## config.mk

```make
export PLATFORM = sky130hd
export DESIGN_NAME = boot_rom
export DESIGN_NICKNAME = d
export VERILOG_FILES = /design/src/hw/soc_pkg.sv /design/src/hw/boot_rom.sv
export SDC_FILE = /design/constraint.sdc
export NUM_CORES = 1
export LEC_CHECK = 0
export BUFFER_PORTS_ARGS = -buffer_cell sky130_fd_sc_hd__buf_2
export CORE_MARGIN = 3
export CORE_UTILIZATION = 24
export DETAILED_ROUTE_END_ITERATION = 8
export HOLD_SLACK_MARGIN = 0.02
export PLACE_DENSITY = 0.9
export SKIP_LAST_GASP = 1
export SLEW_MARGIN = 20
export SYNTH_ARGS = -nofsm -noshare
export SYNTH_HDL_FRONTEND = slang
export SYNTH_SLANG_ARGS = --single-unit
```

## constraint.sdc

```tcl
create_clock -name clk -period 0.8 [get_ports clk]
set_input_delay 0 -clock clk [delete_from_list [all_inputs] [get_ports clk]]
set_output_delay 0 -clock clk [all_outputs]
set_load 0.01 [all_outputs]
```

## src/hw/soc_pkg.sv

```systemverilog
package soc_pkg;

  // ------------------------------------------------------------------
  // Address map
  // ------------------------------------------------------------------
  // Area prefix in address bits 31:30
  localparam logic [1:0] AREA_ROM      = 2'h0;
  localparam logic [1:0] AREA_RAM      = 2'h1;
  localparam logic [1:0] AREA_RESERVED = 2'h2;
  localparam logic [1:0] AREA_MMIO     = 2'h3;

  // Core prefix in address bits 29:24, MMIO area only
  localparam logic [5:0] CORE_TIMER    = 6'h01;
  localparam logic [5:0] CORE_FW_RAM   = 6'h10;
  localparam logic [5:0] CORE_SYS_CTRL = 6'h3f;

  // Word returned on a forced trap
  localparam logic [31:0] ILLEGAL_INSTRUCTION = 32'h0;

  // Memory sizes as word-address widths
  localparam int RAM_ADDR_BITS    = 10;
  localparam int FW_RAM_ADDR_BITS = 8;
  localparam int ROM_ADDR_BITS    = 6;

  // ROM word i holds this xor i
  localparam logic [31:0] ROM_SIGNATURE = 32'h5a17_c0de;

  // Timer register map
  localparam logic [15:0] TMR_CTRL      = 16'h0;
  localparam logic [15:0] TMR_STATUS    = 16'h1;
  localparam logic [15:0] TMR_PRESCALER = 16'h2;
  localparam logic [15:0] TMR_VALUE     = 16'h3;

  // System control register map
  localparam logic [15:0] CTL_APP_MODE = 16'h0;
  localparam logic [15:0] CTL_LED      = 16'h1;
  localparam logic [15:0] CTL_ADDR_KEY = 16'h2;
  localparam logic [15:0] CTL_DATA_KEY = 16'h3;

  localparam logic [2:0] LED_RESET = 3'b000;

  // ------------------------------------------------------------------
  // Bus structs
  // ------------------------------------------------------------------
  typedef struct packed {
    logic        valid;
    logic        instr;
    logic [31:0] addr;
    logic [31:0] wdata;
    logic [3:0]  wstrb;
  } mem_req_t;

  typedef struct packed {
    logic        ready;
    logic [31:0] rdata;
  } mem_rsp_t;

  typedef struct packed {
    logic        cs;
    logic [3:0]  we;
    logic [15:0] address;
    logic [31:0] wdata;
  } core_req_t;

  typedef struct packed {
    logic        ready;
    logic [31:0] rdata;
  } core_rsp_t;

endpackage

```

## src/hw/boot_rom.sv

```systemverilog
`timescale 1ns/1ns

module boot_rom import soc_pkg::*; (
  input  logic      clk,
  input  logic      reset_n,
  input  core_req_t req,
  output core_rsp_t rsp
);

  logic [31:0] rdata_reg;
  logic        ready_reg;

  // Image content for one word index
  function automatic logic [31:0] rom_word(input logic [ROM_ADDR_BITS-1:0] index);
    return ROM_SIGNATURE ^ 32'(index);
  endfunction

  always_ff @(posedge clk) begin
    if (req.cs) begin
      rdata_reg <= rom_word(req.address[ROM_ADDR_BITS-1:0]);
    end
  end

  always_ff @(posedge clk) begin
    if (!reset_n) begin
      ready_reg <= 1'b0;
    end else begin
      ready_reg <= req.cs;
    end
  end

  assign rsp = '{ready: ready_reg, rdata: rdata_reg};

  // Software never stores into the ROM area
  a_no_write: assert property (@(posedge clk) disable iff (!reset_n)
    req.cs |-> req.we == 4'h0);

endmodule

```

== After elaboration in Yosys (flattened, before gate mapping) ==
Cells that the tools add are included.
Widths: inputs -> output; s select.

* Bitwise logic cells: 1

{| class="wikitable"
|+ Operators with widths
! kind !! count
|-
| $not 4->16 || 1
|}

* Register bits after elaboration: 19
* Input port bits: 55
* Output and inout port bits: 33
* Logic and storage cells: 3

== Depth between registers and ports, before layout ==
Gate-level depths: netlist of the first run.

* Depth after elaboration: 1
* Gate-level depth with buffers: 1
* Depth with buffers taken out: 1

== Least setup slack after synthesis of the first run ==
Ideal clock, no wire load.

* Kind: register -> output
* From: register ready_reg
* To: output rsp[32] in the netlist's numbering
* Arrival: 401 ps
* Required time: 800 ps
* Setup slack: 399 ps
* Stages on the path, launching flop included: 2
* Buffers on the path: 1
* Path through: dfxtp_1 > buf_4

{| class="wikitable"
|+ RTL lines
! element !! line !! text
|-
| start, declared || boot_rom.sv:11 || <nowiki>logic ready_reg;</nowiki>
|-
| start signal, assigned || boot_rom.sv:28 || <nowiki>ready_reg <= req.cs;</nowiki>
|-
| end, declared || boot_rom.sv:7 || <nowiki>output core_rsp_t rsp</nowiki>
|}

No word-level cell between the ends.

== Final worst setup path of the first run ==
* From: register rdata_reg[2]
* To: output rsp[2] in the netlist's numbering

{| class="wikitable"
|+ RTL lines
! element !! line !! text
|-
| start, declared || boot_rom.sv:10 || <nowiki>logic [31:0] rdata_reg;</nowiki>
|-
| start signal, assigned || boot_rom.sv:20 || <nowiki>rdata_reg <= rom_word(req.address[ROM_ADDR_BITS-1:0]);</nowiki>
|}

No word-level cell between the ends.

==> impl_metrics.prom, run 1 <==
# TYPE chip_impl_metric gauge
chip_impl_info{name="run_status",value="complete, no violations"} 1
chip_impl_metric{name="worst-endpoint-arrival",unit="ps"} 770
chip_impl_metric{name="dr.pass1.iters",unit=""} 4
chip_impl_metric{name="grt_first_pass_wirelength",unit="um"} 917
chip_impl_metric{name="die_y",unit="um"} 48.41
chip_impl_metric{name="max_stage_delay",unit="ps"} 370
chip_impl_metric{name="seq_area",unit="um2"} 200.2
chip_impl_metric{name="vdd_drop_max",unit="mV"} 0.3965
chip_impl_metric{name="placementRows",unit=""} 14
chip_impl_metric{name="dpl.hpwl",unit="um"} 500.9
chip_impl_metric{name="worstPathRequired",unit="ps"} 800
chip_impl_metric{name="static-leakage-power",unit="uW"} 0.0002821
chip_impl_metric{name="seq_area_frac_synth",unit="%"} 46.38
chip_impl_metric{name="drive_gt1_share",unit="%"} 29.69
chip_impl_info{name="worst_setup_path_end_kind",value="output port"} 1
chip_impl_metric{name="timing.setup.tns",unit="ps"} 0
chip_impl_metric{name="dr.first_iter.drc_count",unit=""} 3
chip_impl_metric{name="final.fill_count",unit=""} 162
chip_impl_metric{name="clock_pin_slew_on_the_worst_setup_and_hold_paths",unit="ps"} 60
chip_impl_info{name="rsz0062_at_grt",value="true"} 1
chip_impl_metric{name="top_level_pins",unit=""} 88
chip_impl_metric{name="area_delta_synth_final",unit="%"} 20.87
chip_impl_info{name="hold_path_startpoint",value="req[52]"} 1
chip_impl_metric{name="cap_viol_max_count",unit=""} 0
chip_impl_metric{name="setup_viol",unit=""} 0
chip_impl_metric{name="postPlaceCellArea",unit="um2"} 424.2
chip_impl_metric{name="ant_nets",unit=""} 0
chip_impl_metric{name="detail_route.wl_per_cell",unit="um"} 8.523
chip_impl_info{name="ctsRootBufferMaster",value="sky130_fd_sc_hd__clkbuf_4"} 1
chip_impl_metric{name="die_area",unit="um2"} 2344
chip_impl_info{name="synth.area.top_cells",value="sky130_fd_sc_hd__buf_4, sky130_fd_sc_hd__edfxtp_1, sky130_fd_sc_hd__dfxtp_1"} 1
chip_impl_metric{name="fin_area",unit="um2"} 521.8
chip_impl_info{name="holdCritPathClass",value="input port to flop"} 1
chip_impl_metric{name="power.total",unit="uW"} 909.6
chip_impl_metric{name="timing_max_transition_violations_final",unit=""} 0
chip_impl_metric{name="async_reset_ff_share",unit="%"} 0
chip_impl_metric{name="cts_htree_levels",unit=""} 1
chip_impl_metric{name="synth.ff_latch_count",unit=""} 7
chip_impl_metric{name="synth_area",unit="um2"} 431.7
chip_impl_info{name="library_cell_with_the_highest_instance_count_after_synthesis",value="sky130_fd_sc_hd__buf_4"} 1
chip_impl_metric{name="fin_crit_sh",unit="%"} 96.42
chip_impl_metric{name="sw_share",unit="%"} 26.91
chip_impl_metric{name="multi_input_area",unit="um2"} 103.9
chip_impl_metric{name="synth_largest_type_area_fraction",unit="%"} 46.96
chip_impl_info{name="cp_slowest_cell",value="sky130_fd_sc_hd__edfxtp_1"} 1
chip_impl_info{name="ys.flop_type",value="sky130_fd_sc_hd__edfxtp_1"} 1
chip_impl_info{name="crit_start",value="rdata_reg[2]"} 1
chip_impl_metric{name="finish.cell_count_without_fillers",unit=""} 88
chip_impl_metric{name="via_count",unit=""} 282
chip_impl_metric{name="finalWorstPathRequiredPeriod",unit="ps"} 771.4
chip_impl_metric{name="floorplan.core_area",unit="um2"} 1594
chip_impl_metric{name="die_width",unit="um"} 48.41
chip_impl_metric{name="maxClockFrequency",unit="GHz"} 1.296
chip_impl_metric{name="post_synth_cell_types",unit=""} 6
chip_impl_info{name="top_layer_in_use",value="met4"} 1
chip_impl_info{name="worst_setup_path_start_kind",value="flop"} 1
chip_impl_metric{name="power_switching",unit="uW"} 244.8
chip_impl_metric{name="clk_path_buf_depth",unit=""} 2
chip_impl_metric{name="met3WireLength",unit="um"} 116
chip_impl_info{name="ys_top_cells_by_count",value="sky130_fd_sc_hd__buf_4, sky130_fd_sc_hd__edfxtp_1, sky130_fd_sc_hd__inv_1"} 1
chip_impl_metric{name="ys_warn_count",unit=""} 0
chip_impl_metric{name="synthesized_netlist_cell_count",unit=""} 41
chip_impl_info{name="worst-setup-path-type",value="flop to output port"} 1
chip_impl_metric{name="grt.overflow.total",unit=""} 0
chip_impl_info{name="cell_taking_the_most_area_after_synthesis",value="sky130_fd_sc_hd__buf_4"} 1
chip_impl_metric{name="grt_max_degree",unit=""} 8
chip_impl_metric{name="antenna_cells",unit=""} 0
chip_impl_metric{name="intPower",unit="uW"} 664.8
chip_impl_metric{name="routedLengthMet1",unit="um"} 135
chip_impl_metric{name="cts_made_buffers",unit=""} 3
chip_impl_metric{name="dr_wl_met2",unit="um"} 455
chip_impl_info{name="crit_family",value="flip-flops"} 1
chip_impl_metric{name="cts_repair_resize_count",unit=""} 0
chip_impl_metric{name="starting_utilization_of_the_core_area",unit="%"} 27.08
chip_impl_metric{name="track_usage",unit="%"} 5.982
chip_impl_metric{name="crit_fanout",unit=""} 1
chip_impl_metric{name="gp_routability_congestion",unit=""} 0.8106
chip_impl_metric{name="drt-vias-per-instance",unit=""} 3.205
chip_impl_metric{name="seq_power_share",unit="%"} 47.6
chip_impl_metric{name="number_of_flip_flops_under_the_largest_register_name",unit=""} 6
chip_impl_metric{name="place.detailed.instances",unit=""} 77
chip_impl_metric{name="num-nets-final",unit=""} 120
chip_impl_metric{name="port_buffers",unit=""} 15
chip_impl_metric{name="clock_share_of_power",unit="%"} 35.5
chip_impl_metric{name="antenna_found_initial",unit=""} 0
chip_impl_info{name="tritoncts",value="done"} 1
chip_impl_metric{name="totalWireLength",unit="um"} 750
chip_impl_metric{name="worst-path-buf-inv",unit=""} 1
chip_impl_metric{name="grt_pass1_vias",unit=""} 215
chip_impl_metric{name="power.combinational.fraction",unit="%"} 16.9
chip_impl_info{name="timing.critical_path.cells",value="buf_2"} 1
chip_impl_metric{name="finalHoldViolations",unit=""} 0
chip_impl_metric{name="power_density",unit="nW/um2"} 1743
chip_impl_metric{name="drc",unit=""} 0
chip_impl_metric{name="clock_sinks",unit=""} 7
chip_impl_metric{name="edff_count_synth",unit=""} 6
chip_impl_metric{name="postSynthAreaPerCell",unit="um2"} 10.53
-- repair_timing --
item                                    in CTS  in global routing
endpoints found under the hold margin        7                  0
endpoints found under the setup margin       0                  1
buffers inserted                             0                  0
hold buffers                                 7                  0
-- kinds of logic (layout without fill, tap and decap cells) --
| kind of cell | after synthesis | in the layout | synth area share [%] |
|---|---|---|---|
| DFF | 7 | 7 | 46.38 |
| other | 2 | 26 | 1.740 |
| buffers and inverters | 31 | 30 | 50.43 |
| and+or+nand+nor | 1 | 1 | 1.450 |
-- final timing paths --
kind / to / slack [ps] / cells past startpoint
min: rdata_reg[0] / 60 / 1
max: rsp[2] / 30 / 1
-- power groups by stage --
stage	sequential [uW]	clock, uW	combinational, uW
floorplan	455	0	157
global placement	438	0	121
detailed placement	441	0	123
CTS	433	321	150
global route	436	341	165
finish	433	323	154
-- stage by stage --
step / util (%) / hold slack (ps) / worst slack [ps]
floorplan: - / 98.87 / 398.8
detailed placement: 26.61 / 178.1 / 298.3
CTS: 32.73 / 53.71 / 22.61
global route: 32.73 / 61.12 / -2.813
global placement: 26.61 / 178.5 / 311.3
finish: 32.73 / 62.58 / 28.61
-- area by class of cell --
class	count	share of cell area [%]
sequential	7	38.37
timing repair buffer	22	27.82
multi-input combinational	27	19.90
tap	24	5.755
clock buffer	3	4.317
inverter	4	2.878
clock inverter	1	0.9592
-- layout by cell type (no fill, tap or decap) --
cell                            count
sky130_fd_sc_hd__clkinv_2           1
sky130_fd_sc_hd__edfxtp_1           6
sky130_fd_sc_hd__buf_2             15
sky130_fd_sc_hd__dlygate4sd3_1      7
sky130_fd_sc_hd__inv_1              4
sky130_fd_sc_hd__dfxtp_1            1
sky130_fd_sc_hd__and2_1             1
sky130_fd_sc_hd__clkbuf_4           3
sky130_fd_sc_hd__conb_1            26
-- routing by layer --
layer,up-vias,GRT usage (%)
li1,116,-
met1,125,2.103
met2,35,13.53
met5,-,0
met3,6,1.227
met4,0,8.531
Note: power is estimated with default switching activity, not from simulation.
==> inputs of run 2 (changes only) <==
--- a/config.mk
+++ b/config.mk
@@ -6,11 +6,13 @@
 export NUM_CORES = 1
 export LEC_CHECK = 0
 export BUFFER_PORTS_ARGS = -buffer_cell sky130_fd_sc_hd__buf_2
+export CELL_PAD_IN_SITES_DETAIL_PLACEMENT = 1
+export CELL_PAD_IN_SITES_GLOBAL_PLACEMENT = 1
 export CORE_MARGIN = 3
-export CORE_UTILIZATION = 24
+export CORE_UTILIZATION = 13
 export DETAILED_ROUTE_END_ITERATION = 8
 export HOLD_SLACK_MARGIN = 0.02
-export PLACE_DENSITY = 0.9
+export PLACE_DENSITY = 0.86
 export SKIP_LAST_GASP = 1
 export SLEW_MARGIN = 20
 export SYNTH_ARGS = -nofsm -noshare
==> run 2 against run 1 <==
Net effect: wire length is 4.7% lower; hold slack better by 8.7 ps; setup slack better by 18 ps; utilization is 15 points lower; critical endpoint is now rsp[3]; largest cell class unchanged.
==> impl_metrics.prom, run 2 (synthesized netlist as in run 1, its figures left out) <==
# TYPE chip_impl_metric gauge
chip_impl_info{name="run_status",value="complete, no violations"} 1
chip_impl_metric{name="worstPathRequired",unit="ps"} 800
chip_impl_metric{name="cts_made_buffers",unit=""} 3
chip_impl_info{name="layout.cells.most_common_list",value="sky130_fd_sc_hd__conb_1, sky130_fd_sc_hd__buf_2, sky130_fd_sc_hd__dlygate4sd3_1"} 1
chip_impl_metric{name="grt_first_pass_wirelength",unit="um"} 828
chip_impl_metric{name="timing.hold.worst_path_depth",unit=""} 1
chip_impl_info{name="worst_setup_path_end_kind",value="output port"} 1
chip_impl_metric{name="postCtsSetupRepairBufs",unit=""} 0
chip_impl_metric{name="detail_route.wl_per_cell",unit="um"} 6.620
chip_impl_metric{name="via_count",unit=""} 235
chip_impl_metric{name="fin_crit_sh",unit="%"} 94.21
chip_impl_info{name="ctsRootBufferMaster",value="sky130_fd_sc_hd__clkbuf_4"} 1
chip_impl_metric{name="number_of_flip_flops_under_the_largest_register_name",unit=""} 6
chip_impl_info{name="rsz0062_at_grt",value="false"} 1
chip_impl_info{name="cp_slowest_cell",value="sky130_fd_sc_hd__edfxtp_1"} 1
chip_impl_info{name="crit_family",value="flip-flops"} 1
chip_impl_metric{name="grt_max_degree",unit=""} 8
chip_impl_metric{name="die_width",unit="um"} 63.63
chip_impl_info{name="hold_end",value="rdata_reg[3]"} 1
chip_impl_metric{name="antenna_cells",unit=""} 0
chip_impl_metric{name="starting_utilization_of_the_core_area",unit="%"} 13.91
chip_impl_info{name="worst_setup_path_start_kind",value="flop"} 1
chip_impl_metric{name="floorplan.core_area",unit="um2"} 3103
chip_impl_info{name="tritoncts",value="done"} 1
chip_impl_metric{name="dr.first_iter.drc_count",unit=""} 1
chip_impl_metric{name="cts_repair_resize_count",unit=""} 0
chip_impl_metric{name="area_delta_synth_final",unit="%"} 26.38
chip_impl_metric{name="maxClockFrequency",unit="GHz"} 1.327
chip_impl_metric{name="port_buffers",unit=""} 15
chip_impl_metric{name="finalHoldViolations",unit=""} 0
chip_impl_metric{name="post_cts_hold_buffer_count",unit=""} 7
chip_impl_info{name="holdCritPathClass",value="input port to flop"} 1
chip_impl_metric{name="clk_path_buf_depth",unit=""} 2
chip_impl_metric{name="cap_viol_max_count",unit=""} 0
chip_impl_metric{name="antenna_found_initial",unit=""} 0
chip_impl_info{name="hold_path_startpoint",value="req[52]"} 1
chip_impl_metric{name="timing.setup.tns",unit="ps"} 0
chip_impl_metric{name="drive_gt1_share",unit="%"} 28.13
chip_impl_metric{name="dr.pass1.iters",unit=""} 2
chip_impl_metric{name="cts_htree_levels",unit=""} 1
chip_impl_metric{name="finalWorstPathRequiredPeriod",unit="ps"} 753.7
chip_impl_metric{name="place.detailed.instances",unit=""} 97
chip_impl_metric{name="hold_ws",unit="ps"} 71.29
chip_impl_metric{name="drc",unit=""} 0
chip_impl_metric{name="grt_pass1_vias",unit=""} 201
chip_impl_metric{name="timing_max_transition_violations_final",unit=""} 0
chip_impl_metric{name="dpl.hpwl",unit="um"} 626.4
chip_impl_info{name="timing.critical_path.cells",value="buf_2"} 1
chip_impl_metric{name="finish.cell_count_without_fillers",unit=""} 108
chip_impl_metric{name="crit_fanout",unit=""} 1
chip_impl_metric{name="clock_pin_slew_on_the_worst_setup_and_hold_paths",unit="ps"} 50
chip_impl_metric{name="final_util",unit="%"} 17.58
chip_impl_info{name="crit_start",value="rdata_reg[3]"} 1
chip_impl_metric{name="die_area",unit="um2"} 4048
chip_impl_metric{name="post-place-ws",unit="ps"} 291.8
chip_impl_info{name="final_common_cell",value="sky130_fd_sc_hd__conb_1"} 1
chip_impl_metric{name="final.setup.worst_slack",unit="ps"} 46.34
chip_impl_metric{name="static-leakage-power",unit="uW"} 0.0002793
chip_impl_metric{name="power_density",unit="nW/um2"} 1639
chip_impl_metric{name="clock_sinks",unit=""} 7
chip_impl_metric{name="num-nets-final",unit=""} 120
chip_impl_metric{name="worst-path-buf-inv",unit=""} 1
chip_impl_metric{name="worst-endpoint-arrival",unit="ps"} 750
chip_impl_metric{name="placementRows",unit=""} 20
chip_impl_metric{name="gp_routability_congestion",unit=""} 0.5958
chip_impl_metric{name="die_y",unit="um"} 63.63
chip_impl_metric{name="grt.overflow.total",unit=""} 0
chip_impl_metric{name="totalWireLength",unit="um"} 715
chip_impl_info{name="worst-setup-path-type",value="flop to output port"} 1
chip_impl_metric{name="vdd_drop_max",unit="mV"} 0.2477
chip_impl_metric{name="drt-vias-per-instance",unit=""} 2.176
chip_impl_metric{name="top_level_pins",unit=""} 88
chip_impl_metric{name="setup_viol",unit=""} 0
chip_impl_metric{name="track_usage",unit="%"} 3.002
chip_impl_metric{name="ant_nets",unit=""} 0
chip_impl_metric{name="max_stage_delay",unit="ps"} 360
[run 2: changes by cell type in the layout (fill, tap and decap cells not counted)]
| cell | before | now |
|---|---|---|
| sky130_fd_sc_hd__clkinv_2 | 1 | 0 |
| sky130_fd_sc_hd__clkbuf_1 | 0 | 1 |
[run 2: cell type report]
class                           count  area, um2
Timing Repair Buffer               22      145.1
Inverter                            4      15.01
Clock buffer                        4      26.28
Multi-Input combinational cell     27      103.9
Sequential cell                     7      200.2
Fill cell                         390       2557
Tap cell                           44      55.05
[run 2: through the flow]
stage / cell area [um2] / total power (uW)
finish: 545.5 / 893.9
global route: 545.5 / 931.0
CTS: 545.5 / 905.0
detailed placement: 449.2 / 564.2
global placement: 449.2 / 561.8
floorplan: 521.8 / 611.8
[run 2: how the worst max path moves through the flow]
stage	to	slack (ps)	cells past startpoint
finish	rsp[3]	50	1
global route	rsp[0]	20	1
CTS	rsp[3]	20	1
detailed placement	rsp[3]	290	1
global placement	rsp[4]	320	1
floorplan	rsp[32]	400	1
[run 2: per-layer routing]
layer | global-route usage [%] | routed length, um
met2 | 5.085 | 421
met4 | 4.852 | 23
met1 | 1.726 | 139
met5 | 0 | 0
met3 | 1.426 | 131
[run 2: power by group]
part	leakage, uW	internal, uW	switching (uW)
Clock	0.0000150	190	118
Sequential	0.0000671	427	5.34
Combinational	0.000197	55.7	98.5
Total	0.000279	672	222
==> inputs of run 3 (changes only) <==
--- a/config.mk
+++ b/config.mk
@@ -13,6 +13,7 @@
 export DETAILED_ROUTE_END_ITERATION = 8
 export HOLD_SLACK_MARGIN = 0.02
 export PLACE_DENSITY = 0.86
+export REMOVE_ABC_BUFFERS = 1
 export SKIP_LAST_GASP = 1
 export SLEW_MARGIN = 20
 export SYNTH_ARGS = -nofsm -noshare
==> run 3 against run 2 <==
Net effect: die area unchanged; setup slack worse by 13 ps; final area unchanged; maximum frequency down 1.8%; cell count unchanged; power up 1.6%; first-iteration DRC count rose to 28 times the previous value; combinational power about the same; sequential share of layout area unchanged; clock power up 4%; sequential power about the same; critical endpoint is now rsp[1].
==> impl_metrics.prom, run 3 (synthesized netlist as in run 1, its figures left out) <==
# TYPE chip_impl_metric gauge
chip_impl_info{name="run_status",value="complete, no violations"} 1
chip_impl_metric{name="vdd_drop_max",unit="mV"} 0.2338
chip_impl_metric{name="worst-path-buf-inv",unit=""} 1
chip_impl_metric{name="grt_pass1_vias",unit=""} 253
chip_impl_metric{name="cts_htree_levels",unit=""} 1
chip_impl_info{name="crit_start",value="rdata_reg[1]"} 1
chip_impl_metric{name="power_density",unit="nW/um2"} 1665
chip_impl_metric{name="hold_ws",unit="ps"} 64.51
chip_impl_metric{name="fin_crit_sh",unit="%"} 95.89
chip_impl_metric{name="dr.first_iter.drc_count",unit=""} 28
chip_impl_metric{name="floorplan.core_area",unit="um2"} 3103
chip_impl_info{name="tritoncts",value="done"} 1
chip_impl_metric{name="setup_viol",unit=""} 0
chip_impl_metric{name="clk_path_buf_depth",unit=""} 2
chip_impl_metric{name="dpl.hpwl",unit="um"} 575.9
chip_impl_info{name="ctsRootBufferMaster",value="sky130_fd_sc_hd__clkbuf_4"} 1
chip_impl_metric{name="cp.depth",unit=""} 1
chip_impl_metric{name="port_buffers",unit=""} 15
chip_impl_metric{name="seq_power_share",unit="%"} 47.6
chip_impl_metric{name="drc",unit=""} 0
chip_impl_metric{name="clock_sinks",unit=""} 7
chip_impl_metric{name="track_usage",unit="%"} 3.889
chip_impl_metric{name="grt_first_pass_wirelength",unit="um"} 1083
chip_impl_metric{name="worstPathRequired",unit="ps"} 800
chip_impl_metric{name="timing.setup.tns",unit="ps"} 0
chip_impl_metric{name="finalWorstPathRequiredPeriod",unit="ps"} 767.1
chip_impl_metric{name="drive_gt1_share",unit="%"} 28.13
chip_impl_metric{name="top_level_pins",unit=""} 88
chip_impl_info{name="worst_setup_path_start_kind",value="flop"} 1
chip_impl_metric{name="finalHoldViolations",unit=""} 0
chip_impl_metric{name="num-nets-final",unit=""} 120
chip_impl_metric{name="finish.cell_count_without_fillers",unit=""} 108
chip_impl_metric{name="dr.pass1.iters",unit=""} 4
chip_impl_metric{name="clock_pin_slew_on_the_worst_setup_and_hold_paths",unit="ps"} 50
chip_impl_metric{name="power.combinational.fraction",unit="%"} 17.0
chip_impl_info{name="rsz0062_at_grt",value="true"} 1
chip_impl_metric{name="die_y",unit="um"} 63.63
chip_impl_metric{name="power.total",unit="uW"} 908.2
chip_impl_info{name="worst-setup-path-type",value="flop to output port"} 1
chip_impl_info{name="layout.cells.most_common_list",value="sky130_fd_sc_hd__conb_1, sky130_fd_sc_hd__buf_2, sky130_fd_sc_hd__dlygate4sd3_1"} 1
chip_impl_info{name="holdCritPathClass",value="input port to flop"} 1
chip_impl_metric{name="static-leakage-power",unit="uW"} 0.0002793
chip_impl_info{name="cp_slowest_cell",value="sky130_fd_sc_hd__edfxtp_1"} 1
chip_impl_metric{name="gp_routability_congestion",unit=""} 0.5475
chip_impl_metric{name="starting_utilization_of_the_core_area",unit="%"} 13.91
chip_impl_metric{name="cap_viol_max_count",unit=""} 0
chip_impl_metric{name="area_delta_synth_final",unit="%"} 26.38
chip_impl_metric{name="timing_max_transition_violations_final",unit=""} 0
chip_impl_info{name="final_common_cell",value="sky130_fd_sc_hd__conb_1"} 1
chip_impl_metric{name="via_count",unit=""} 263
chip_impl_info{name="crit_family",value="flip-flops"} 1
chip_impl_metric{name="crit_fanout",unit=""} 1
chip_impl_metric{name="ant_nets",unit=""} 0
chip_impl_metric{name="totalWireLength",unit="um"} 766
chip_impl_metric{name="die_width",unit="um"} 63.63
chip_impl_metric{name="cts_made_buffers",unit=""} 3
chip_impl_metric{name="grt_max_degree",unit=""} 8
chip_impl_metric{name="detail_route.wl_per_cell",unit="um"} 7.093
chip_impl_metric{name="max_stage_delay",unit="ps"} 370
chip_impl_metric{name="number_of_flip_flops_under_the_largest_register_name",unit=""} 6
chip_impl_metric{name="grt.overflow.total",unit=""} 0
chip_impl_metric{name="antenna_found_initial",unit=""} 0
chip_impl_info{name="hold_path_startpoint",value="req[52]"} 1
chip_impl_info{name="timing.critical_path.cells",value="buf_2"} 1
chip_impl_info{name="worst_setup_path_end_kind",value="output port"} 1
chip_impl_metric{name="timing.hold.worst_path_depth",unit=""} 1
chip_impl_metric{name="maxClockFrequency",unit="GHz"} 1.304
chip_impl_metric{name="worst-endpoint-arrival",unit="ps"} 770
chip_impl_metric{name="place.detailed.instances",unit=""} 97
chip_impl_info{name="worst_setup_path_endpoint",value="rsp[1]"} 1
chip_impl_metric{name="placementRows",unit=""} 20
chip_impl_metric{name="drt-vias-per-instance",unit=""} 2.435
chip_impl_metric{name="power_switching",unit="uW"} 235.5
chip_impl_metric{name="cts_repair_resize_count",unit=""} 0
chip_impl_metric{name="sw_share",unit="%"} 25.93
chip_impl_metric{name="intPower",unit="uW"} 672.8
chip_impl_metric{name="die_area",unit="um2"} 4048
chip_impl_metric{name="clock_share_of_power",unit="%"} 35.3
chip_impl_metric{name="antenna_cells",unit=""} 0
==> run 3: cell counts in the layout (fill, tap and decap cells not counted) <==
Identical to the previous run, type by type.
==> run 3: worst min-delay path by stage <==
| stage | end | slack, ps |
|---|---|---|
| floorplan | rdata_reg[0] | 100 |
| global placement | rdata_reg[0] | 180 |
| detailed placement | rdata_reg[5] | 190 |
| CTS | rdata_reg[4] | 60 |
| global route | rdata_reg[4] | 50 |
| finish | rdata_reg[4] | 60 |
==> run 3: per-layer routing <==
layer	share of wire [%]	track usage [%]	vias to the layer above
met1	27	2.153	109
met2	50	7.040	35
met5	0	0	-
met3	19	2.317	3
met4	3.7	4.852	0
li1	-	-	116
==> run 3: power by group through the flow <==
stage,combinational (uW),sequential (uW),clock [uW]
floorplan,57.4,456,0
global placement,121,438,0
detailed placement,123,440,0
CTS,152,434,325
global route,169,435,370
finish,155,433,321
==> run 3: final cells by class <==
cell class / count / area [um2]
multi-input combinational: 27 / 103.9
fill: 387 / 2557
inverter: 4 / 15.01
timing repair buffer: 22 / 145.1
tap: 44 / 55.05
clock buffer: 4 / 26.28
sequential: 7 / 200.2
==> run 3: timing repair <==
item | 4_1_cts | 5_1_grt
hold buffers | 7 | 0
hold endpoints to repair | 7 | 0
setup endpoints to repair | 0 | 3
setup buffers | 0 | 0
==> run 3: through the flow <==
| stage | util [%] | setup WS, ps | area (um2) |
|---|---|---|---|
| after floorplan | - | 406.2 | 319.1 |
| after global placement | 14.48 | 325.7 | 449.2 |
| after detailed placement | 14.48 | 303.5 | 449.2 |
| after CTS | 17.58 | 27.55 | 545.5 |
| after global routing | 17.58 | -9.034 | 545.5 |
| final | 17.58 | 32.90 | 545.5 |
